### src/lsu_params.svh
`ifndef LSU_PARAMS_SVH
`define LSU_PARAMS_SVH

// queue entries, full is flagged one entry early
`define LSU_QDEPTH 32

// reorder-buffer id width
`define LSU_ROB_W 5

// data RAM word-address width, 256 words
`define LSU_RAM_AW 8

`endif
### src/lsu_pkg.sv
`default_nettype none

`include "lsu_params.svh"

package lsu_pkg;

    typedef logic [`LSU_ROB_W-1:0] rob_id_t;
    typedef logic [31:0]           word_t;
    // funct3 size code of a load or store
    typedef logic [2:0]            ls_op_t;

    localparam ls_op_t LS_OP_B  = 3'd0;
    localparam ls_op_t LS_OP_H  = 3'd1;
    localparam ls_op_t LS_OP_W  = 3'd2;
    localparam ls_op_t LS_OP_BU = 3'd4;
    localparam ls_op_t LS_OP_HU = 3'd5;

    // request issued from the queue head
    typedef struct packed {
        logic    valid;
        logic    is_store;
        ls_op_t  op;
        rob_id_t rob_id;
        word_t   addr;
        word_t   data;
    } mem_req_t;

    // travels beside the RAM read
    typedef struct packed {
        logic       valid;
        logic       is_store;
        ls_op_t     op;
        logic [1:0] offset;
        rob_id_t    rob_id;
    } ld_meta_t;

    typedef struct packed {
        logic    valid;
        rob_id_t rob_id;
        word_t   value;
    } cdb_t;

    typedef enum logic [2:0] {
        ST_EMPTY,
        ST_WAIT_OPND,
        ST_READY,
        ST_WAIT_COMMIT,
        ST_COMMITTED
    } ls_state_t;

endpackage

`default_nettype wire

### src/mem_access.sv
`timescale 1ns/10ps
`default_nettype none

`include "lsu_params.svh"

module mem_access (
    input  logic                   clk_in,
    input  logic                   arst_n,
    input  logic                   flush,
    input  lsu_pkg::mem_req_t      mem_req,
    output logic [`LSU_RAM_AW-1:0] ram_addr,
    output logic                   ram_we,
    output logic [3:0]             ram_be,
    output lsu_pkg::word_t         ram_wdata,
    output lsu_pkg::ld_meta_t      meta
);
    import lsu_pkg::*;

    mem_req_t   req_q;
    logic [3:0] lane_mask;

    always_ff @(posedge clk_in or negedge arst_n) begin
        if (!arst_n) begin
            req_q <= '0;
        end else begin
            req_q       <= mem_req;
            req_q.valid <= mem_req.valid && !flush;
        end
    end

    // byte lanes touched by this access
    always_comb begin
        case (req_q.op[1:0])
            2'b00:   lane_mask = 4'b0001 << req_q.addr[1:0];
            2'b01:   lane_mask = 4'b0011 << req_q.addr[1:0];
            default: lane_mask = 4'b1111;
        endcase
    end

    assign ram_addr  = req_q.addr[`LSU_RAM_AW+1:2];
    assign ram_we    = req_q.valid && req_q.is_store;
    assign ram_be    = lane_mask;
    assign ram_wdata = req_q.data << {req_q.addr[1:0], 3'b000};

    // metadata lines up with the registered RAM read
    always_ff @(posedge clk_in or negedge arst_n) begin
        if (!arst_n) begin
            meta <= '0;
        end else begin
            meta.valid    <= req_q.valid && !flush;
            meta.is_store <= req_q.is_store;
            meta.op       <= req_q.op;
            meta.offset   <= req_q.addr[1:0];
            meta.rob_id   <= req_q.rob_id;
        end
    end

    a_aligned: assert property (
        @(posedge clk_in) disable iff (!arst_n)
        req_q.valid && (req_q.op[1:0] != 2'b00) |->
            !req_q.addr[0] && ((req_q.op[1:0] == 2'b01) || !req_q.addr[1])
    ) else $error("misaligned access at %h", req_q.addr);

endmodule

`default_nettype wire

### config.mk
export PLATFORM = sky130hd
export DESIGN_NAME = mem_access
export DESIGN_NICKNAME = d
export VERILOG_FILES = /design/src/lsu_pkg.sv /design/src/mem_access.sv
export VERILOG_INCLUDE_DIRS = /design/src
export SDC_FILE = /design/constraint.sdc
export NUM_CORES = 1
export LEC_CHECK = 0
export BUFFER_PORTS_ARGS = -buffer_cell sky130_fd_sc_hd__clkbuf_2
export CAP_MARGIN = 20
export CORE_UTILIZATION = 43
export DETAILED_ROUTE_END_ITERATION = 6
export GPL_TIMING_DRIVEN = 0
export PLACE_DENSITY = 0.79
export SLEW_MARGIN = 20
export SYNTH_ARGS = -nofsm -noshare
export SYNTH_HDL_FRONTEND = slang
export SYNTH_SLANG_ARGS = --single-unit
### constraint.sdc
create_clock -name clk_in -period 1.3 [get_ports clk_in]
set_input_delay 0 -clock clk_in [delete_from_list [all_inputs] [get_ports clk_in]]
set_output_delay 0 -clock clk_in [all_outputs]
set_load 0.05 [all_outputs]
==> flow_metrics.env <==
export IMPL_leakagePower_nw=2.15
export IMPL_via_per_inst=4.84
export IMPL_path_clk_slew_ps=70
export IMPL_nFillCells=193
export IMPL_cts_tree="yes"
export IMPL_path_buf_inv=4
export IMPL_portBuffers=111
export IMPL_clock_skew_ps=0.830
export IMPL_vdd_drop_max_v=0.00143
export IMPL_num_rows=26
export IMPL_cp_start_kind="register"
export IMPL_wl_per_cell_um=20.3
export IMPL_rsz0062_at_grt="yes"
export IMPL_min_period_ps=1720
export IMPL_endpoint_kind="output port"
export IMPL_synthDistinctLibCells=16
export IMPL_ys_seq_area_share_pct=70.4
export IMPL_drv_slew=0
export IMPL_synth_area_top_cells="dfrtp_1, mux2i_1, buf_4"
export IMPL_hold_viol_final=0
export IMPL_cts_buffer_depth=2
export IMPL_core_um2=5110
export IMPL_setup_viol=36
export IMPL_synth_top_area_share_pct=70.4
export IMPL_worst_slew_margin_rel_pct=69.4
export IMPL_slowest_delay_ps=410
export IMPL_grt_usage_pct=28.4
export IMPL_vias=2010
export IMPL_gp_congestion=0.679
export IMPL_ioPinCount=134
export IMPL_antenna_found_initial=0
export IMPL_syn_area_per_cell_um2=15.5
export IMPL_overflow=0
export IMPL_grt_max_degree=34
export IMPL_setup_slack_ps=-425
export IMPL_crit_top_cell="buf_12"
export IMPL_fin_nets=417
export IMPL_max_freq_mhz=580
export IMPL_holdCritPathClass="in -> async"
export IMPL_place_ws_ps=-150
export IMPL_die_h_um=74.7
export IMPL_crit_chain="buf_8 -> buf_12 -> buf_12 -> mux2i_1 -> mux2i_2 -> clkbuf_8"
export IMPL_synth_seq_cells=64
export IMPL_root_buffer="clkbuf_8"
export IMPL_antenna_cells=0
export IMPL_status="complete, but fails checks"
export IMPL_cp_max_fo=7
export IMPL_final_cell_area_um2=4630
export IMPL_syn_area_um2=2270
export IMPL_first_pass_iters=4
export IMPL_drv_cap=0
export IMPL_crit_slowest_cell="dfrtp_1"
export IMPL_dieWidth_um=74.7
export IMPL_worstSetupPathType="reg -> out"
export IMPL_required_ps=1300
export IMPL_die_area_um2=5580
export IMPL_clkSinkCount=64
export IMPL_arrival_ps=1720
export IMPL_area_growth_pct=103
export IMPL_ys_warnings_count=0
export IMPL_dpl_cell_area_um2=3030
export IMPL_synthCells=147
export IMPL_wl_um=8440
export IMPL_clock_latency_ps=330
export IMPL_worst_pin_slew_ps=459
export IMPL_drt_iter0_drc=82
export IMPL_violations="setup timing"
export IMPL_syn_num_nets=224
export IMPL_ant_nets=0
export IMPL_crit_family="buffers and inverters"
export IMPL_grt_pass1_vias=2114
export IMPL_hpwlAfterDp_um=3530
export IMPL_yosys_area_top_type="dfrtp_1"
export IMPL_grt_first_pass_wirelength_um=10800
export IMPL_min_period_over_period_pct=133
export IMPL_cts_buffers=9
export IMPL_final_layout_size_suffix_gt1_share_pct=60.3
export IMPL_drc=0
export IMPL_powerDensity_nw_per_um2=1190
export IMPL_initial_core_util_pct=44.5
export IMPL_cts_htree_levels=3
export IMPL_final_util_pct=90.6
export IMPL_setup_tns_final_ps=-10600
sequential cells by signal (all words and copies together), names as in the netlist:
register and cells:
req_q 44, meta 12, ram_addr 8
power by group:
group | total [W] | switching (W) | internal [W]
Clock | 0.00190 | 0.000774 | 0.00113
Combinational | 0.00144 | 0.000788 | 0.000647
Sequential | 0.00217 | 0.0000799 | 0.00209
Total | 0.00551 | 0.00164 | 0.00387
Yosys cell counts, drive strengths merged:
cell,count
dfrtp,64
mux2i,32
buf,15
nor2,10
and2,9
o2bb2ai,8
nor2b,4
a211o,1
nand2b,1
o21ai,1
o21bai,1
or2,1
cell type report:
type / count / area, µm² / share of cell area [%]
clock buffers: 11 / 141 / 3.06
repair buffers: 181 / 1650 / 35.7
flip-flops and latches: 64 / 1600 / 34.6
multi-input cells: 69 / 897 / 19.4
plain buffers: 15 / 165 / 3.57
well taps: 70 / 87.6 / 1.89
clock inverters: 5 / 80.1 / 1.73
final timing paths:
kind,from,endpoint,slack (ps),cells past startpoint
max,req_q[33],ram_wdata[24],-420,6
min,arst_n,meta[8],200,2
max reg2reg,req_q[33],meta[6],640,1
min reg2reg,req_q[65],meta[1],350,0
max in group asynchronous,arst_n,meta[1],570,3
min in group clk_in,mem_req[13],req_q[13],310,2
metal layers:
layer / wire (µm) / share of wire (%) / track usage, % / vias up
li1: - / - / - / 878
met1: 3030 / 36 / 28.4 / 967
met2: 4420 / 52 / 51.7 / 132
met3: 673 / 8.0 / 8.84 / 33
met4: 317 / 3.8 / 16.6 / 0
met5: 0 / 0 / 0 / -
cell families after synthesis:
logic type | share of synthesized area, %
flip-flops | 70.4
multiplexers | 14.1
AND/OR/NAND/NOR | 5.89
buffers and inverters | 5.61
AO/OA/AOI/OAI | 4.02
layout by cell type (no fill, tap or decap), drive strengths merged:
master,instances
nor2,11
clkinv,1
bufbuf,1
nor2b,4
bufinv,2
mux2i,32
dlygate4sd3,54
nand2b,1
dfrtp,64
clkbuf,93
a211o,1
clkinvlp,2
buf,59
or2,1
o21bai,1
o21ai,1
o2bb2ai,8
and2,9
stage by stage:
step,instances,hold WS (ps),total power [W]
2_1_floorplan,147,-296,0.00281
3_3_place_gp,328,108,0.00306
3_5_place_dp,329,-1.02,0.00309
4_1_cts,412,184,0.00533
5_1_grt,415,242,0.00568
6_report,415,203,0.00551
repair_timing:
item / in CTS / in global routing
resized for setup: 108 / 61
gates cloned: 3 / 1
pin swaps: 9 / 12
setup buffers: 10 / 2
setup endpoints to repair: 36 / 36
hold buffers: 54 / 0
hold endpoints to repair: 84 / 0
(Power assumes the default switching activity.)
