==> config.mk <==
export PLATFORM = sky130hd
export DESIGN_NAME = ls_queue
export DESIGN_NICKNAME = d
export VERILOG_FILES = /design/src/lsu_pkg.sv /design/src/ls_queue.sv
export VERILOG_INCLUDE_DIRS = /design/src
export SDC_FILE = /design/constraint.sdc
export NUM_CORES = 2
export LEC_CHECK = 0
export ABC_AREA = 1
export BUFFER_PORTS_ARGS = -buffer_cell sky130_fd_sc_hd__buf_2
export CORE_MARGIN = 4
export CORE_UTILIZATION = 50
export CTS_BUF_LIST = sky130_fd_sc_hd__clkbuf_4
export CTS_CLUSTER_SIZE = 25
export DETAILED_ROUTE_END_ITERATION = 10
export PLACE_DENSITY_LB_ADDON = 0.25
export SLEW_MARGIN = 25
export SYNTH_ARGS = -nofsm -noshare
export SYNTH_HDL_FRONTEND = slang
export SYNTH_SLANG_ARGS = --single-unit
export TNS_END_PERCENT = 20
==> constraint.sdc <==
create_clock -name clk_in -period 8 [get_ports clk_in]
set_input_delay 0.8 -clock clk_in [delete_from_list [all_inputs] [get_ports clk_in]]
set_output_delay 0.8 -clock clk_in [all_outputs]
set_load 0.02 [all_outputs]
==> src/lsu_params.svh <==
`ifndef LSU_PARAMS_SVH
`define LSU_PARAMS_SVH

// queue entries, full is flagged one entry early
`define LSU_QDEPTH 32

// reorder-buffer id width
`define LSU_ROB_W 5

// data RAM word-address width, 256 words
`define LSU_RAM_AW 8

`endif
==> src/lsu_pkg.sv <==
`default_nettype none

`include "lsu_params.svh"

package lsu_pkg;

    typedef logic [`LSU_ROB_W-1:0] rob_id_t;
    typedef logic [31:0]           word_t;
    // funct3 size code of a load or store
    typedef logic [2:0]            ls_op_t;

    localparam ls_op_t LS_OP_B  = 3'd0;
    localparam ls_op_t LS_OP_H  = 3'd1;
    localparam ls_op_t LS_OP_W  = 3'd2;
    localparam ls_op_t LS_OP_BU = 3'd4;
    localparam ls_op_t LS_OP_HU = 3'd5;

    // request issued from the queue head
    typedef struct packed {
        logic    valid;
        logic    is_store;
        ls_op_t  op;
        rob_id_t rob_id;
        word_t   addr;
        word_t   data;
    } mem_req_t;

    // travels beside the RAM read
    typedef struct packed {
        logic       valid;
        logic       is_store;
        ls_op_t     op;
        logic [1:0] offset;
        rob_id_t    rob_id;
    } ld_meta_t;

    typedef struct packed {
        logic    valid;
        rob_id_t rob_id;
        word_t   value;
    } cdb_t;

    typedef enum logic [2:0] {
        ST_EMPTY,
        ST_WAIT_OPND,
        ST_READY,
        ST_WAIT_COMMIT,
        ST_COMMITTED
    } ls_state_t;

endpackage

`default_nettype wire

==> src/ls_queue.sv <==
`timescale 1ns/10ps
`default_nettype none

`include "lsu_params.svh"

module ls_queue (
    input  logic              clk_in,
    input  logic              arst_n,
    input  logic              ls_valid,
    input  logic              ls_is_store,
    input  lsu_pkg::ls_op_t   ls_op,
    input  lsu_pkg::rob_id_t  ls_rob_id,
    input  logic              opnd_valid,
    input  lsu_pkg::rob_id_t  opnd_rob_id,
    input  lsu_pkg::word_t    opnd_addr,
    input  lsu_pkg::word_t    opnd_data,
    input  logic              commit_valid,
    input  lsu_pkg::rob_id_t  commit_rob_id,
    input  logic              flush,
    output logic              ls_full,
    output lsu_pkg::mem_req_t mem_req
);
    import lsu_pkg::*;

    localparam int DEPTH = `LSU_QDEPTH;
    localparam int PTR_W = $clog2(DEPTH);

    ls_state_t state_q    [DEPTH];
    logic      is_store_q [DEPTH];
    ls_op_t    op_q       [DEPTH];
    rob_id_t   rob_id_q   [DEPTH];
    word_t     addr_q     [DEPTH];
    word_t     data_q     [DEPTH];

    logic [PTR_W-1:0] head_q;
    logic [PTR_W-1:0] tail_q;
    logic [PTR_W:0]   count_q;
    logic [DEPTH-1:0] opnd_hit;
    logic [DEPTH-1:0] commit_hit;
    logic             pop;

    function automatic logic [PTR_W-1:0] ptr_inc(logic [PTR_W-1:0] ptr);
        return (ptr == PTR_W'(DEPTH - 1)) ? '0 : ptr + 1'b1;
    endfunction

    // keep only the bytes the store will write
    function automatic word_t trunc_store(ls_op_t op, word_t data);
        case (op[1:0])
            2'b00:   return {24'h0, data[7:0]};
            2'b01:   return {16'h0, data[15:0]};
            default: return data;
        endcase
    endfunction

    // a commit may land before the operands, COMMITTED remembers it
    function automatic ls_state_t next_state(ls_state_t st, logic is_st,
                                             logic got_opnd, logic got_commit);
        ls_state_t nxt;
        nxt = st;
        case (st)
            ST_WAIT_OPND: begin
                if (got_opnd && (!is_st || got_commit)) nxt = ST_READY;
                else if (got_opnd) nxt = ST_WAIT_COMMIT;
                else if (got_commit) nxt = ST_COMMITTED;
            end
            ST_WAIT_COMMIT: if (got_commit) nxt = ST_READY;
            ST_COMMITTED:   if (got_opnd) nxt = ST_READY;
            default:        nxt = st;
        endcase
        return nxt;
    endfunction

    // associative match against busy entries
    always_comb begin
        for (int i = 0; i < DEPTH; i++) begin
            opnd_hit[i]   = opnd_valid && (state_q[i] != ST_EMPTY) &&
                            (rob_id_q[i] == opnd_rob_id);
            commit_hit[i] = commit_valid && (state_q[i] != ST_EMPTY) && is_store_q[i] &&
                            (rob_id_q[i] == commit_rob_id);
        end
    end

    assign pop     = (state_q[head_q] == ST_READY) && !flush;
    assign ls_full = count_q >= (PTR_W + 1)'(DEPTH - 1);

    always_ff @(posedge clk_in or negedge arst_n) begin
        if (!arst_n) begin
            for (int i = 0; i < DEPTH; i++) state_q[i] <= ST_EMPTY;
            head_q  <= '0;
            tail_q  <= '0;
            count_q <= '0;
        end else if (flush) begin
            for (int i = 0; i < DEPTH; i++) state_q[i] <= ST_EMPTY;
            head_q  <= '0;
            tail_q  <= '0;
            count_q <= '0;
        end else begin
            for (int i = 0; i < DEPTH; i++) begin
                state_q[i] <= next_state(state_q[i], is_store_q[i], opnd_hit[i], commit_hit[i]);
            end
            if (pop) begin
                state_q[head_q] <= ST_EMPTY;
                head_q          <= ptr_inc(head_q);
            end
            if (ls_valid) begin
                state_q[tail_q] <= ST_WAIT_OPND;
                tail_q          <= ptr_inc(tail_q);
            end
            if (ls_valid && !pop) count_q <= count_q + 1'b1;
            else if (!ls_valid && pop) count_q <= count_q - 1'b1;
        end
    end

    // entry payload
    always_ff @(posedge clk_in) begin
        if (ls_valid) begin
            is_store_q[tail_q] <= ls_is_store;
            op_q[tail_q]       <= ls_op;
            rob_id_q[tail_q]   <= ls_rob_id;
        end
        for (int i = 0; i < DEPTH; i++) begin
            if (opnd_hit[i]) begin
                addr_q[i] <= opnd_addr;
                data_q[i] <= trunc_store(op_q[i], opnd_data);
            end
        end
    end

    always_ff @(posedge clk_in or negedge arst_n) begin
        if (!arst_n) begin
            mem_req <= '0;
        end else begin
            mem_req.valid    <= pop;
            mem_req.is_store <= is_store_q[head_q];
            mem_req.op       <= op_q[head_q];
            mem_req.rob_id   <= rob_id_q[head_q];
            mem_req.addr     <= addr_q[head_q];
            mem_req.data     <= data_q[head_q];
        end
    end

    a_no_dispatch_full: assert property (
        @(posedge clk_in) disable iff (!arst_n) ls_valid |-> !ls_full
    ) else $error("dispatch while ls_full");

    // the id must already sit in the queue when its operands arrive
    a_opnd_hits_busy: assert property (
        @(posedge clk_in) disable iff (!arst_n) opnd_valid && !flush |-> $onehot(opnd_hit)
    ) else $error("operand strobe for id %0d hit no busy entry", opnd_rob_id);

endmodule

`default_nettype wire

==> results_dict.tcl <==
set metrics [dict create \
    status "complete, no violations" \
    dr.pass1.iters 8 \
    fp.dieH_um 474 \
    synth_top_area_cell "edfxtp_1" \
    reg2reg_slack_ns 3.01 \
    grt_max_degree 215 \
    cts_tree "done" \
    routed_wl_mm 360 \
    cp-startpoint "head_q[0]" \
    synthToLayoutAreaGrowth_pct 11.6 \
    rows 170 \
    grt_overflow 0 \
    wl_per_cell_um 26.4 \
    placement.io_buffers 163 \
    min_path_cells 1 \
    synth_edf_count 2336 \
    synth_top_area_share_pct 64.5 \
    yosys_register_bits 2522 \
    ir_drop_mv 0.171 \
    cts-htree-levels 6 \
    rsz0062_at_grt "no" \
    cts-root-buf "clkbuf_4" \
    final-hold-violation-count 0 \
    critPathRequiredTime_ns 9.30 \
    netlist_area_um2 109000 \
    grt_usage_pct 31.4 \
    fin_ws_ns 3.01 \
    clk_pin_slew_ns 0.06 \
    antenna_found_initial 20 \
    dpl.hpwl_mm 192 \
    grt_pass1_wl_mm 522 \
    syn_avg_cell_area_um2 11.0 \
    drv_slew 0 \
    r2r-start "head_q[0]" \
    crit_fanout 173 \
    layout-drive-gt1-share_pct 13.9 \
    fp.coreArea_um2 215000 \
    post-route-period-util_pct 62.4 \
    fin_hold_ws_ns 0.173 \
    hp-start "ls_rob_id[3]" \
    multiInputGateArea_um2 28400 \
    hold_end "rob_id_q[13][3]" \
    maxSlewHeadroom_pct 15.5 \
    p_leak_uw 0.0467 \
    max_freq_mhz 200 \
    final_antenna_net_count 0 \
    async_flop_share_pct 7.38 \
    dp_slack_ns 2.99 \
    cts_buffers 662 \
    synth_common_cells "2336 x edfxtp_1, 1688 x nor2_1, 1343 x nand2_1, 1268 x o21ai_0, 815 x inv_1" \
    synth-main-ff-cell "edfxtp_1" \
    start_util_pct 50.5 \
    p_per_area_nw_per_um2 218 \
    reg2reg_to "count_q[5]" \
    setup_viol 0 \
    die_w_um 474 \
    via_count 83100 \
    critical_path.startpoint_type "flip-flop" \
    seq_area_um2 74800 \
    clk_path_buf_depth 4 \
    grt_pass1_vias 79800 \
    insertion_delay_ns 1.46 \
    io_pins 164 \
    synth_nets 9976 \
    viasPerCell 6.10 \
    synth.distinct_cells 46 \
    endpoint_kind "flip-flop" \
    fin_worst_skew_ns 0.102 \
    tns_ns 0 \
    drc_errors 0 \
    layout.nets 10400 \
    worstMarginPinSlew_ns 1.26 \
    dieArea_um2 225000 \
    crit_type "flip-flop to flip-flop" \
    nFillCells 18000 \
    gp_congestion 0.954 \
    postCtsSetupRepairBufs 0 \
    first_iter_violations 12300 \
    synthTopCellsByArea "edfxtp_1 64%, o21ai_0 5.8%, nor2_1 5.8%" \
    hp-class "primary input to flip-flop" \
    ys.warnings.count 0 \
    syn_inst 9872 \
    maxCapViolCount 0 \
    reg2reg_depth 24 \
    cp.arrival_ns 6.29 \
    yosysSeqAreaShare_pct 68.8 \
    period_needed_ns 4.99 \
    synth.most_common_cell "edfxtp_1" \
    clock-sinks 2522 \
]
flip-flops by register name, indices dropped and copies added (netlist names):
name and flops:
addr_q 1024, data_q 1024, rob_id_q 160, op_q 96
state_q 96, mem_req 74, is_store_q 32, count_q 6
head_q 5, tail_q 5
worst max-delay path, stage by stage, from the launching register on:
cell     delay, ns
dfrtp_4       0.81
buf_4         0.53
buf_12        0.62
nand2_1       0.12
nand3_1       0.13
nand2_1       0.07
nand2_1       0.06
nand2_1       0.06
nor2_1        0.13
nand2_1       0.16
nor2_1        0.25
nand3_2       0.14
nand2_1       0.29
ha_1          0.34
a21oi_1       0.14
nand2_1       0.08
nand2_1       0.08
nand2_1       0.06
a21oi_1       0.14
xor2_1        0.21
inv_1         0.06
nand2_1       0.06
nand2_1       0.05
nand2_1       0.06
nand2_1       0.05
final cells by class:
class | instances | share of cell area, %
Multi-Input combinational cell | 5840 | 23.4
Clock inverter | 139 | 0.555
Sequential cell | 2522 | 61.6
Timing Repair Buffer | 406 | 2.53
Clock buffer | 1027 | 6.35
Tap cell | 2838 | 2.93
Antenna cell | 16 | 0.0330
Inverter | 824 | 2.60
timing repair:
action                    in CTS  in global routing
hold buffers                  70                  2
gates resized for setup        0                  0
hold endpoints to repair    2145                 56
logic make-up (layout without fill, tap and decap cells):
logic type                 count (synthesis)  after routing  share of synthesized area (%)
other                                      0             16                              0
and+or+nand+nor                         3273           3273                           11.7
buffers and inverters                   1510           2396                           5.32
DFF                                     2522           2522                           68.8
AOI/OAI and AO/OA                       2446           2446                           13.1
adders and majority gates                 15             15                          0.179
xor gates and xnor gates                 106            106                          0.854
where the power goes:
| group | total, µW | switching [µW] | internal, µW | leakage [µW] |
|---|---|---|---|---|
| Sequential | 14400 | 22.2 | 14400 | 0.0235 |
| Combinational | 750 | 565 | 185 | 0.0181 |
| Clock | 11300 | 5290 | 5970 | 0.00507 |
| Total | 26400 | 5870 | 20600 | 0.0467 |
worst max path at each step:
stage,end,slack [ns]
floorplan,state_q[36],2.90
global placement,mem_req[61],3.08
detailed placement,mem_req[62],2.99
CTS,mem_req[61],3.01
global route,count_q[5],2.68
finish,count_q[5],3.01
metrics by stage:
step | util (%) | cells | cell area, µm² | total power (µW)
floorplan | - | 9872 | 109000 | 15100
global placement | 52.0 | 12300 | 112000 | 15400
detailed placement | 52.0 | 12400 | 112000 | 15400
CTS | 56.2 | 13600 | 121000 | 26600
global route | 56.3 | 13600 | 121000 | 27400
finish | 56.3 | 13600 | 121000 | 26400
metal layers:
metal  vias up  routed length [µm]  track usage (%)  share of wire [%]
met5         -                  46                0              0.013
met4         8               19700             16.4                5.5
met3      1096               47400             8.59                 13
met2      5933              160000             47.3                 44
met1     40100              133000             41.8                 37
li1      36000                   -                -                  -
cells in the final DEF, fill, tap and decap left out, types with 16 or more instances in the layout:
master	count
buf_4	151
nor2_2	26
diode_2	16
o21ai_0	1268
xnor2_1	31
a221oi_1	163
xor2_1	75
nor2_1	1658
clkbuf_4	1027
nand3_1	100
nand4_1	26
nor3_1	58
clkinv_1	113
buf_2	162
o2111ai_1	21
dlygate4sd3_1	71
dfrtp_1	184
edfxtp_1	2336
a21oi_1	153
o211ai_1	32
inv_2	24
o22ai_1	641
a22o_1	88
inv_1	791
nand2_1	1343
o21ai_1	20
a211oi_1	23
Note: power is estimated with default switching activity, not from simulation.
