$ cat src/lsu_params.svh
`ifndef LSU_PARAMS_SVH
`define LSU_PARAMS_SVH

// queue entries, full is flagged one entry early
`define LSU_QDEPTH 32

// reorder-buffer id width
`define LSU_ROB_W 5

// data RAM word-address width, 256 words
`define LSU_RAM_AW 8

`endif
$ cat src/lsu_pkg.sv
`default_nettype none

`include "lsu_params.svh"

package lsu_pkg;

    typedef logic [`LSU_ROB_W-1:0] rob_id_t;
    typedef logic [31:0]           word_t;
    // funct3 size code of a load or store
    typedef logic [2:0]            ls_op_t;

    localparam ls_op_t LS_OP_B  = 3'd0;
    localparam ls_op_t LS_OP_H  = 3'd1;
    localparam ls_op_t LS_OP_W  = 3'd2;
    localparam ls_op_t LS_OP_BU = 3'd4;
    localparam ls_op_t LS_OP_HU = 3'd5;

    // request issued from the queue head
    typedef struct packed {
        logic    valid;
        logic    is_store;
        ls_op_t  op;
        rob_id_t rob_id;
        word_t   addr;
        word_t   data;
    } mem_req_t;

    // travels beside the RAM read
    typedef struct packed {
        logic       valid;
        logic       is_store;
        ls_op_t     op;
        logic [1:0] offset;
        rob_id_t    rob_id;
    } ld_meta_t;

    typedef struct packed {
        logic    valid;
        rob_id_t rob_id;
        word_t   value;
    } cdb_t;

    typedef enum logic [2:0] {
        ST_EMPTY,
        ST_WAIT_OPND,
        ST_READY,
        ST_WAIT_COMMIT,
        ST_COMMITTED
    } ls_state_t;

endpackage

`default_nettype wire

$ cat src/load_align.sv
`timescale 1ns/10ps
`default_nettype none

module load_align (
    input  logic              clk_in,
    input  logic              arst_n,
    input  logic              flush,
    input  lsu_pkg::ld_meta_t meta,
    input  lsu_pkg::word_t    rdata,
    output lsu_pkg::cdb_t     cdb
);
    import lsu_pkg::*;

    word_t lane;
    word_t value;

    // addressed byte or halfword moved down to bit 0
    assign lane = rdata >> {meta.offset, 3'b000};

    always_comb begin
        case (meta.op)
            LS_OP_B:  value = {{24{lane[7]}}, lane[7:0]};
            LS_OP_H:  value = {{16{lane[15]}}, lane[15:0]};
            LS_OP_BU: value = {24'h0, lane[7:0]};
            LS_OP_HU: value = {16'h0, lane[15:0]};
            default:  value = rdata;
        endcase
        // stores report zero
        if (meta.is_store) value = '0;
    end

    always_ff @(posedge clk_in or negedge arst_n) begin
        if (!arst_n) begin
            cdb <= '0;
        end else begin
            cdb.valid  <= meta.valid && !flush;
            cdb.rob_id <= meta.rob_id;
            cdb.value  <= value;
        end
    end

endmodule

`default_nettype wire

$ cat config.mk
export PLATFORM = sky130hd
export DESIGN_NAME = load_align
export DESIGN_NICKNAME = d
export VERILOG_FILES = /design/src/lsu_pkg.sv /design/src/load_align.sv
export VERILOG_INCLUDE_DIRS = /design/src
export SDC_FILE = /design/constraint.sdc
export NUM_CORES = 1
export LEC_CHECK = 0
export BUFFER_PORTS_ARGS = -buffer_cell sky130_fd_sc_hd__buf_2
export CAP_MARGIN = 20
export CORE_ASPECT_RATIO = 0.6
export CORE_UTILIZATION = 52
export CTS_BUF_LIST = sky130_fd_sc_hd__clkbuf_4 sky130_fd_sc_hd__clkbuf_8
export DETAILED_ROUTE_END_ITERATION = 8
export GPL_ROUTABILITY_DRIVEN = 0
export PLACE_DENSITY = 0.93
export REMOVE_ABC_BUFFERS = 1
export SETUP_SLACK_MARGIN = 0.3
export SYNTH_ARGS = -nofsm -noshare
export SYNTH_HDL_FRONTEND = slang
export SYNTH_SLANG_ARGS = --single-unit
$ cat constraint.sdc
create_clock -name clk_in -period 1 [get_ports clk_in]
set_input_delay 0.1 -clock clk_in [delete_from_list [all_inputs] [get_ports clk_in]]
set_output_delay 0.1 -clock clk_in [all_outputs]
set_load 0.01 [all_outputs]
==> summary.md, run 1 <==
| Metric | Value |
|---|---|
| Biggest regs | `cdb x38` |
| Logic pwr share | `27.0%` |
| IO Port Bufs | `84` |
| Final setup violation count | `2` |
| Number of H-tree levels | `2` |
| P_leak | `1.51 nW` |
| Psw | `1.14 mW` |
| Clock power share | `29.4%` |
| Setup TNS Final | `-0.0437 ns` |
| Slowest CP cell | `a221oi_2` |
| Share of cells above drive strength 1 | `56.5%` |
| Area share of the largest cell type after synthesis | `50.7%` |
| Post-synthesis to final-layout area growth | `58.1%` |
| TritonCTS Buffers | `5` |
| Maximum vdd drop | `1.05 mV` |
| Largest net degree at the start of global routing | `39` |
| Ant. Diodes | `0` |
| Initial antenna violation count | `0` |
| Pint | `2.69 mW` |
| CP max FO | `11` |
| WP depth | `7` |
| Final Hold Vio Count | `0` |
| Worst path required time | `1.19 ns` |
| Number of synthesized register bits | `38` |
| Via density | `5.85` |
| Gr ovfl total | `0` |
| Worst setup path startpoint | `meta[5]` |
| Status | `complete, but fails checks` |
| Crit share post-route | `102%` |
| Vias | `2,023` |
| Worst setup SP type | `input pin` |
| Fin worst setup slack | `-0.0230 ns` |
| Leading area contributor after synthesis | `dfrtp_1` |
| First drt pass iteration count | `5` |
| DRC | `0` |
| CP endpoint kind | `flip-flop` |
| NumNets Final | `347` |
| Switching Share | `29.7%` |
| CP top delay family | `compound AO/OA/AOI/OAI gates` |
| CP max stage delay | `0.32 ns` |
| Yosys Warn Count | `0` |
| Core Region | `3340 sq um` |
| CTS tree | `yes` |
| Violated checks | `negative setup slack` |
| Seq pwr share | `43.6%` |
| I/O pins | `85` |
| Hpwl dp | `3.84 mm` |
| TritonCTS sink count | `38` |
| Die W | `79.5 microns` |
| Avg WL per Cell | `20.9 microns` |
| HP Start | `meta[11]` |
| Die Y | `48.5 microns` |
| Antenna-violating nets left | `0` |
| Final wirelength | `7.22 mm` |
| Highest clock rate | `977 MHz` |
| Clk slew on worst S/H paths | `0.07 ns` |
| CP most frequent cell | `buf_6` |
| Yosys cell types | `26` |
| Initial core utilization | `56.1%` |
| Cell count after synthesis | `185` |
| Initial DRC Count | `233` |
| Hold WS | `0.0227 ns` |
| Avg Cell Area, Syn | `10.1 sq um` |
| P per Cell Area | `1290 nW/um^2` |
| Total Power | `3.83 mW` |
| Hold crit path type | `input pin to flip-flop` |
| Worst path cell trace | `buf_8 -> buf_4 -> buf_6 -> buf_6 -> nor2_1 -> o21ai_0 -> a221oi_2` |
| Max_cap viols | `0` |
| Slew HR | `76.8%` |
| Worst slew pin tran | `0.339 ns` |
| Number of flip-flops in the largest register | `38` |
| RSZ-0062 raised after global routing | `true` |
| Clk buf depth | `2` |
| Global-route wire length before repair | `10.2 mm` |
| Slew Viols, Final | `0` |
| Die area | `3860 sq um` |
| Bufs and invs on worst path | `4` |
| Most flops, register | `cdb` |
| Critical setup path kind | `input pin to flip-flop` |
| Post-Place Worst Slack | `-0.403 ns` |
| Top post-synthesis cells by area | `dfrtp_1, a221oi_2, mux2i_1` |
| DP Area | `2500 sq um` |
| Design area | `2960 sq um` |
| GRT Total Usage | `37.1%` |
| CP arrival | `1.22 ns` |
| Final period demand of the worst path | `1.02 ns` |
| Mapped Area | `1870 sq um` |
| Sequential cell area fraction in the yosys report | `50.7%` |
| Site Rows | `16` |
| Hold path cells | `2` |
| Clock Tree Root | `clkbuf_8` |
| Vias in the first global route | `2,011` |
-- final timing paths --
kind	endpoint	slack (ns)
hold / removal	cdb[37]	0.02
setup / recovery	cdb[13]	-0.02
max in group asynchronous	cdb[7]	0.51
min in group asynchronous	cdb[14]	0.31
-- Yosys cell counts (all sizes together) --
cell	instances
dfrtp	38
nand2	25
o21ai	24
nor2	16
a21oi	10
mux2i	10
buf	9
inv	9
a221oi	8
nand2b	8
and2	7
nor3	7
clkbuf	4
nor2b	3
or2	2
and2b	1
mux2	1
nand3b	1
o22ai	1
or3	1
-- logic make-up (layout without fill, tap and decap cells) --
group	after synthesis	after routing	share of synthesized area [%]
AO/OA/AOI/OAI	43	43	19.4
flip-flops	38	38	50.7
multiplexers	11	11	5.94
AND/OR/NAND/NOR	71	71	18.0
buffers and inverters	22	138	5.94
-- placed cells by master, fill, tap and decap left out, types with 6 or more instances in the layout --
master,n
a221oi_2,6
buf_6,10
mux2i_1,8
nand2_1,25
a21oi_2,7
clkbuf_8,6
dfrtp_1,38
nor2_1,14
dlygate4sd3_1,7
o21ai_1,6
and2_1,7
buf_4,20
o21ai_2,13
buf_2,78
inv_1,9
-- through the flow --
stage | instances | utilization, %
2_1_floorplan | 172 | -
3_3_place_gp | 326 | 74.7
3_5_place_dp | 326 | 74.7
4_1_cts | 346 | 86.0
5_1_grt | 346 | 88.7
6_report | 346 | 88.7
-- final cells by class --
class | instances | area [sq um]
Multi-Input combinational cell | 125 | 990
Timing Repair Buffer | 121 | 838
Clock buffer | 7 | 90.1
Clock inverter | 1 | 5.00
Tap cell | 45 | 56.3
Sequential cell | 38 | 951
Inverter | 9 | 33.8
Fill cell | 132 | 379
-- power by group through the flow --
stage	Clock, mW	Sequential (mW)	Combinational, mW
after detailed placement	0	1.69	0.782
after floorplan	0	1.75	0.263
after CTS	1.12	1.66	0.924
after global placement	0	1.69	0.760
final	1.13	1.67	1.03
after global routing	1.19	1.67	1.09
-- per-layer routing --
metal	global-route usage [%]	share of wire, %	up-vias	wire length (microns)
li1	-	-	852	-
met2	58.4	46	168	3330
met3	11.7	10	55	746
met1	46.3	37	948	2690
met4	18.2	6.2	0	450
met5	0	0	-	0
-- timing repair --
| item | CTS | global route |
|---|---|---|
| endpoints found under the hold margin | 44 | 0 |
| pin swaps | 28 | 5 |
| buffers inserted | 5 | 0 |
| hold buffers | 7 | 0 |
| resized for setup | 45 | 15 |
| setup endpoints to repair | 70 | 70 |
Power figures use the tool's default switching activity.
==> inputs of run 2 (changes only) <==
CORE_ASPECT_RATIO = 0.75   (was 0.6)
CORE_UTILIZATION = 44   (was 52)
PLACE_DENSITY = 0.85   (was 0.93)
clock period = 0.9 ns   (was 1 ns; I/O delays follow)
==> run 2 against run 1 <==
Compared with the run above: the run still ends with negative setup slack left; largest power group unchanged; sequential cell count did not move; sequential power rose by 11%; routed wire length fell by 25%; largest cell class unchanged; highest routed layer unchanged; critical endpoint is now cdb[8]; critical path type unchanged.
==> summary.md, run 2 (same netlist as run 1, synthesis figures left out) <==
| Metric | Value |
|---|---|
| IO Port Bufs | `84` |
| Antenna-violating nets left | `0` |
| Worst setup path startpoint | `meta[5]` |
| TritonCTS sink count | `38` |
| CTS tree | `yes` |
| GRT Total Usage | `24.5%` |
| First drt pass iteration count | `4` |
| P_leak | `1.49 nW` |
| Max_cap viols | `0` |
| Number of H-tree levels | `2` |
| Die Y | `58.5 microns` |
| Worst slew pin tran | `0.311 ns` |
| Gr ovfl total | `0` |
| Most frequent cells in the layout | `buf_2, dfrtp_1, nand2_1` |
| Worst path required time | `1.09 ns` |
| Vias | `1,781` |
| Total Power | `4.15 mW` |
| Clk slew on worst S/H paths | `0.07 ns` |
| Violated checks | `negative setup slack` |
| Clock Tree Root | `clkbuf_8` |
| Initial core utilization | `46.0%` |
| Hold path cells | `2` |
| Maximum vdd drop | `0.948 mV` |
| DRC | `0` |
| P per Cell Area | `1390 nW/um^2` |
| Setup TNS Final | `-0.225 ns` |
| Core Region | `4080 sq um` |
| Final Hold Vio Count | `0` |
| CP max FO | `8` |
| HP Start | `meta[11]` |
| Critical setup path kind | `input pin to flip-flop` |
| Number of flip-flops in the largest register | `38` |
| Avg WL per Cell | `15.5 microns` |
| Final period demand of the worst path | `0.949 ns` |
| Die W | `77.4 microns` |
| Global-route wire length before repair | `8.10 mm` |
| Post-synthesis to final-layout area growth | `58.9%` |
| Initial antenna violation count | `0` |
| Die area | `4530 sq um` |
| Site Rows | `20` |
| Hold crit path type | `input pin to flip-flop` |
| RSZ-0062 raised after global routing | `true` |
| Fin worst setup slack | `-0.0490 ns` |
| Ant. Diodes | `0` |
| Final non-filler cell total | `350` |
| CP endpoint kind | `flip-flop` |
| I/O pins | `85` |
| Most flops, register | `cdb` |
| Highest clock rate | `1050 MHz` |
| TritonCTS Buffers | `5` |
| Worst setup SP type | `input pin` |
| Crit share post-route | `105%` |
| CP arrival | `1.14 ns` |
| Final wirelength | `5.43 mm` |
| Hold WS | `0.0142 ns` |
| Slew HR | `79.2%` |
| NumNets Final | `341` |
| Via density | `5.09` |
| Vias in the first global route | `1,709` |
| WHS Endpoint | `cdb[37]` |
| Largest net degree at the start of global routing | `39` |
| Most common cell after layout, fill and taps aside | `buf_2` |
| Biggest regs | `cdb x38` |
| Post-Place Worst Slack | `-0.443 ns` |
| Final setup violation count | `19` |
| Hpwl dp | `3.51 mm` |
| Share of cells above drive strength 1 | `56.9%` |
| Initial DRC Count | `107` |
| Clk buf depth | `2` |
| Dpl cells | `329` |
| Status | `complete, but fails checks` |
| Slew Viols, Final | `0` |
[run 2: changes by cell type in the layout (fill, tap and decap cells not counted), moves of 2 or more]
cell,previous run,this run
a21oi_1,0,2
mux2i_1,8,6
buf_4,20,15
mux2i_2,0,2
o21ai_1,6,1
buf_12,5,7
buf_6,10,4
a21oi_2,7,5
o21ai_2,13,16
[run 2: how the worst max path moves through the flow]
stage               endpoint
CTS                  cdb[14]
floorplan            cdb[16]
global placement     cdb[15]
detailed placement   cdb[14]
finish                cdb[8]
global route          cdb[8]
[run 2: area by class of cell]
cell class                 count  area [sq um]
clock buffer                   6          82.6
clock inverter                 2          12.5
fill                         302          1100
inverter                       9          33.8
multi-input combinational    125           998
sequential                    38           951
tap                           55          68.8
timing repair buffer         115           831
[run 2: metrics by stage]
step                instance area (sq um)  utilization [%]
floorplan                            1800                -
global placement                     2470             60.6
detailed placement                   2470             60.6
CTS                                  2850             69.8
global route                         2980             73.0
finish                               2980             73.0
[run 2: repair_timing]
item | in CTS | in global routing
gates resized for setup | 40 | 17
pin swaps | 20 | 12
endpoints found under the setup margin | 70 | 70
endpoints found under the hold margin | 44 | 1
cloned | 1 | 1
buffers inserted | 4 | 0
hold buffers | 6 | 1
[run 2: where the power goes]
group          total, mW  switching, mW  internal (mW)
clock network       1.21          0.595          0.615
registers           1.85         0.0339           1.82
logic               1.09          0.558          0.532
[run 2: worst max-delay path, cell delays in order]
cell and delay [ns]:
buf_8 0.10, or2_4 0.24, o22ai_4 0.22, a21oi_4 0.10
buf_12 0.15, a221oi_4 0.23
[run 2: routing by layer]
metal  part of all wire, %  up-vias  track usage [%]
met4                   1.5        0             12.4
met1                    42      845             31.1
met5                     0        -                0
li1                      -      843                -
met2                    48       84             39.8
met3                   8.4        9             6.05
==> inputs of run 3 (changes only) <==
ABC_AREA = 1   (was unset)
CORE_UTILIZATION = 43   (was 44)
PLACE_DENSITY = 0.84   (was 0.85)
==> run 3 against run 2 <==
Compared with the run above: the run ends with negative hold slack, negative setup slack left; design area up 18%; die area is 3.2% lower; sequential power about the same; critical path type unchanged; largest cell class unchanged; combinational power up 37%; routed wire length is 60% higher; area after synthesis fell by 5.5%; utilization increased by 20 points; sequential cell count is the same; clock-buffer cell count unchanged; via count grew 31%; clock power hardly changed; final cell count grew 10%; highest routed layer unchanged.
==> summary.md, run 3 <==
| Metric | Value |
|---|---|
| Site Rows | `19` |
| Post-CTS Hold Fix Bufs | `6` |
| Initial DRC Count | `309` |
| CP max FO | `7` |
| Yosys cell types | `19` |
| First drt pass iteration count | `6` |
| Post-synthesis to final-layout area growth | `98.9%` |
| Mapped Area | `1770 sq um` |
| Fin worst setup slack | `-0.0516 ns` |
| P per Cell Area | `1290 nW/um^2` |
| # fillers | `134` |
| Violated checks | `negative hold slack, negative setup slack` |
| Post-synth EDFFs | `0` |
| Antenna-violating nets left | `0` |
| Initial antenna violation count | `0` |
| CP arrival | `1.16 ns` |
| Leading area contributor after synthesis | `dfrtp_1` |
| Crit share post-route | `106%` |
| TritonCTS sink count | `38` |
| P_leak | `1.67 nW` |
| Clock Tree Root | `clkbuf_8` |
| Worst slew pin tran | `0.292 ns` |
| Top post-synthesis cells by area | `dfrtp_1, nor2_1, o21ai_0` |
| Biggest regs | `cdb x38` |
| Final Hold Vio Count | `1` |
| Initial core utilization | `46.5%` |
| Clk slew on worst S/H paths | `0.08 ns` |
| Hold WS | `-0.0715 ns` |
| Ant. Diodes | `0` |
| Worst path required time | `1.11 ns` |
| Slew HR | `80.5%` |
| Final wirelength | `8.71 mm` |
| Final non-filler cell total | `385` |
| Most frequent cells in the layout | `buf_2, dfrtp_1, nor2_1` |
| Avg Cell Area, Syn | `8.43 sq um` |
| Share of cells above drive strength 1 | `68.5%` |
| Final setup violation count | `17` |
| Gr ovfl total | `0` |
| Critical setup path kind | `input pin to flip-flop` |
| Setup TNS Final | `-0.208 ns` |
| Sequential cell area fraction in the yosys report | `53.7%` |
| Number of synthesized register bits | `38` |
| CP max stage delay | `0.20 ns` |
| Most common cell in the netlist | `nor2_1` |
| Vias in the first global route | `1,995` |
| NumNets Final | `380` |
| CTS tree | `yes` |
| Hold crit path type | `input pin to flip-flop` |
| Maximum vdd drop | `1.52 mV` |
| Slew Viols, Final | `0` |
| Largest net degree at the start of global routing | `39` |
| Number of H-tree levels | `2` |
| Total Power | `4.53 mW` |
| Status | `complete, but fails checks` |
| CP endpoint kind | `flip-flop` |
| CP most frequent cell | `buf_12` |
| Yosys Warn Count | `0` |
| Dpl cells | `349` |
| DRC | `0` |
| Clk buf depth | `2` |
| IO Port Bufs | `84` |
| Max_cap viols | `0` |
| Vias | `2,340` |
| Post-synth top flop | `dfrtp_1` |
| Register area | `951 sq um` |
| Area share of the largest cell type after synthesis | `53.7%` |
| Global-route wire length before repair | `9.40 mm` |
| DP Area | `2340 sq um` |
| Avg WL per Cell | `22.6 microns` |
| Slowest CP cell | `o21ai_1` |
| Hpwl dp | `3.41 mm` |
| Die W | `76.1 microns` |
| Synth top cells by count | `nor2_1, dfrtp_1, o21ai_0` |
| GRT Total Usage | `28.7%` |
| Final period demand of the worst path | `0.952 ns` |
| Highest clock rate | `1050 MHz` |
| Die area | `4380 sq um` |
| Worst setup SP type | `input pin` |
| Design area | `3520 sq um` |
| Number of flip-flops in the largest register | `38` |
| RSZ-0062 raised after global routing | `true` |
| Post-synth ARST share | `100%` |
| Worst path cell trace | `buf_12 -> inv_12 -> buf_6 -> buf_12 -> buf_8 -> o21ai_2 -> o21ai_1 -> a21oi_2 -> nor2_1` |
| TritonCTS Buffers | `5` |
| Core Region | `3800 sq um` |
| Die Y | `57.6 microns` |
| Via density | `6.08` |
| Cell count after synthesis | `210` |
| Most common cell after layout, fill and taps aside | `buf_2` |
| I/O pins | `85` |
| Area of the multi-input gates | `1320 sq um` |
| Most flops, register | `cdb` |
[run 3: changes by cell type after synthesis, moves of 8 or more]
cell,before,now
a21oi_1,8,16
a221oi_2,8,0
mux2i_1,10,0
nand2b_1,8,0
nand3_1,0,20
nor2_1,16,40
nor2_2,0,10
o21ai_0,13,30
o21ai_2,10,0
[run 3: metrics by stage]
| stage | hold WS [ns] | utilization, % | setup WS, ns |
|---|---|---|---|
| 6_report | -0.0715 | 92.6 | -0.0516 |
| 5_1_grt | -0.0573 | 92.6 | -0.0652 |
| 4_1_cts | -0.0653 | 77.7 | -0.00472 |
| 3_5_place_dp | 0.0687 | 61.5 | -0.228 |
| 3_3_place_gp | 0.0689 | 61.5 | -0.224 |
| 2_1_floorplan | -0.206 | - | -0.274 |
[run 3: final timing paths]
| check | cells after the start | slack, ns | startpoint | to |
|---|---|---|---|---|
| max | 9 | -0.05 | meta[5] | cdb[12] |
| min | 2 | -0.07 | flush | cdb[37] |
| max in group asynchronous | 3 | 0.43 | arst_n | cdb[15] |
| min in group asynchronous | 3 | 0.28 | arst_n | cdb[11] |
[run 3: cells by family after synthesis]
logic type      count (synthesis)  synth area share [%]
compound gates                 54                  16.5
buf+inv                        20                  5.65
flops                          38                  53.7
simple gates                   98                  24.2
[run 3: cell type report]
cell class	count	area share, %
Multi-Input combinational cell	152	37.3
Timing Repair Buffer	129	30.1
Sequential cell	38	27.0
Clock buffer	6	2.17
Tap cell	52	1.85
Inverter	7	1.31
Clock inverter	1	0.213
[run 3: where the power goes]
part	total [mW]	switching (mW)	leakage (nW)	internal [mW]
logic	1.49	0.840	1.14	0.650
registers	1.85	0.0334	0.486	1.82
clock network	1.19	0.625	0.0407	0.561
total	4.53	1.50	1.67	3.03
[run 3: worst max-delay path: cells and delay by family]
family          cells  cell delay [ns]
simple gates        1             0.18
buf+inv             5             0.54
compound gates      3             0.36
[run 3: what timing repair did]
item | CTS | global route
gates resized for setup | 98 | 107
gates cloned | 2 | 2
buffers inserted | 10 | 9
pin swaps | 10 | 30
hold endpoints to repair | 44 | 1
endpoints found under the setup margin | 69 | 69
[run 3: routing by layer]
layer	vias up	GRT usage (%)	wire length, microns
met5	-	0	0
met4	0	14.0	366
met3	40	6.40	944
met2	225	50.1	4180
met1	1125	34.3	3220
li1	950	-	-
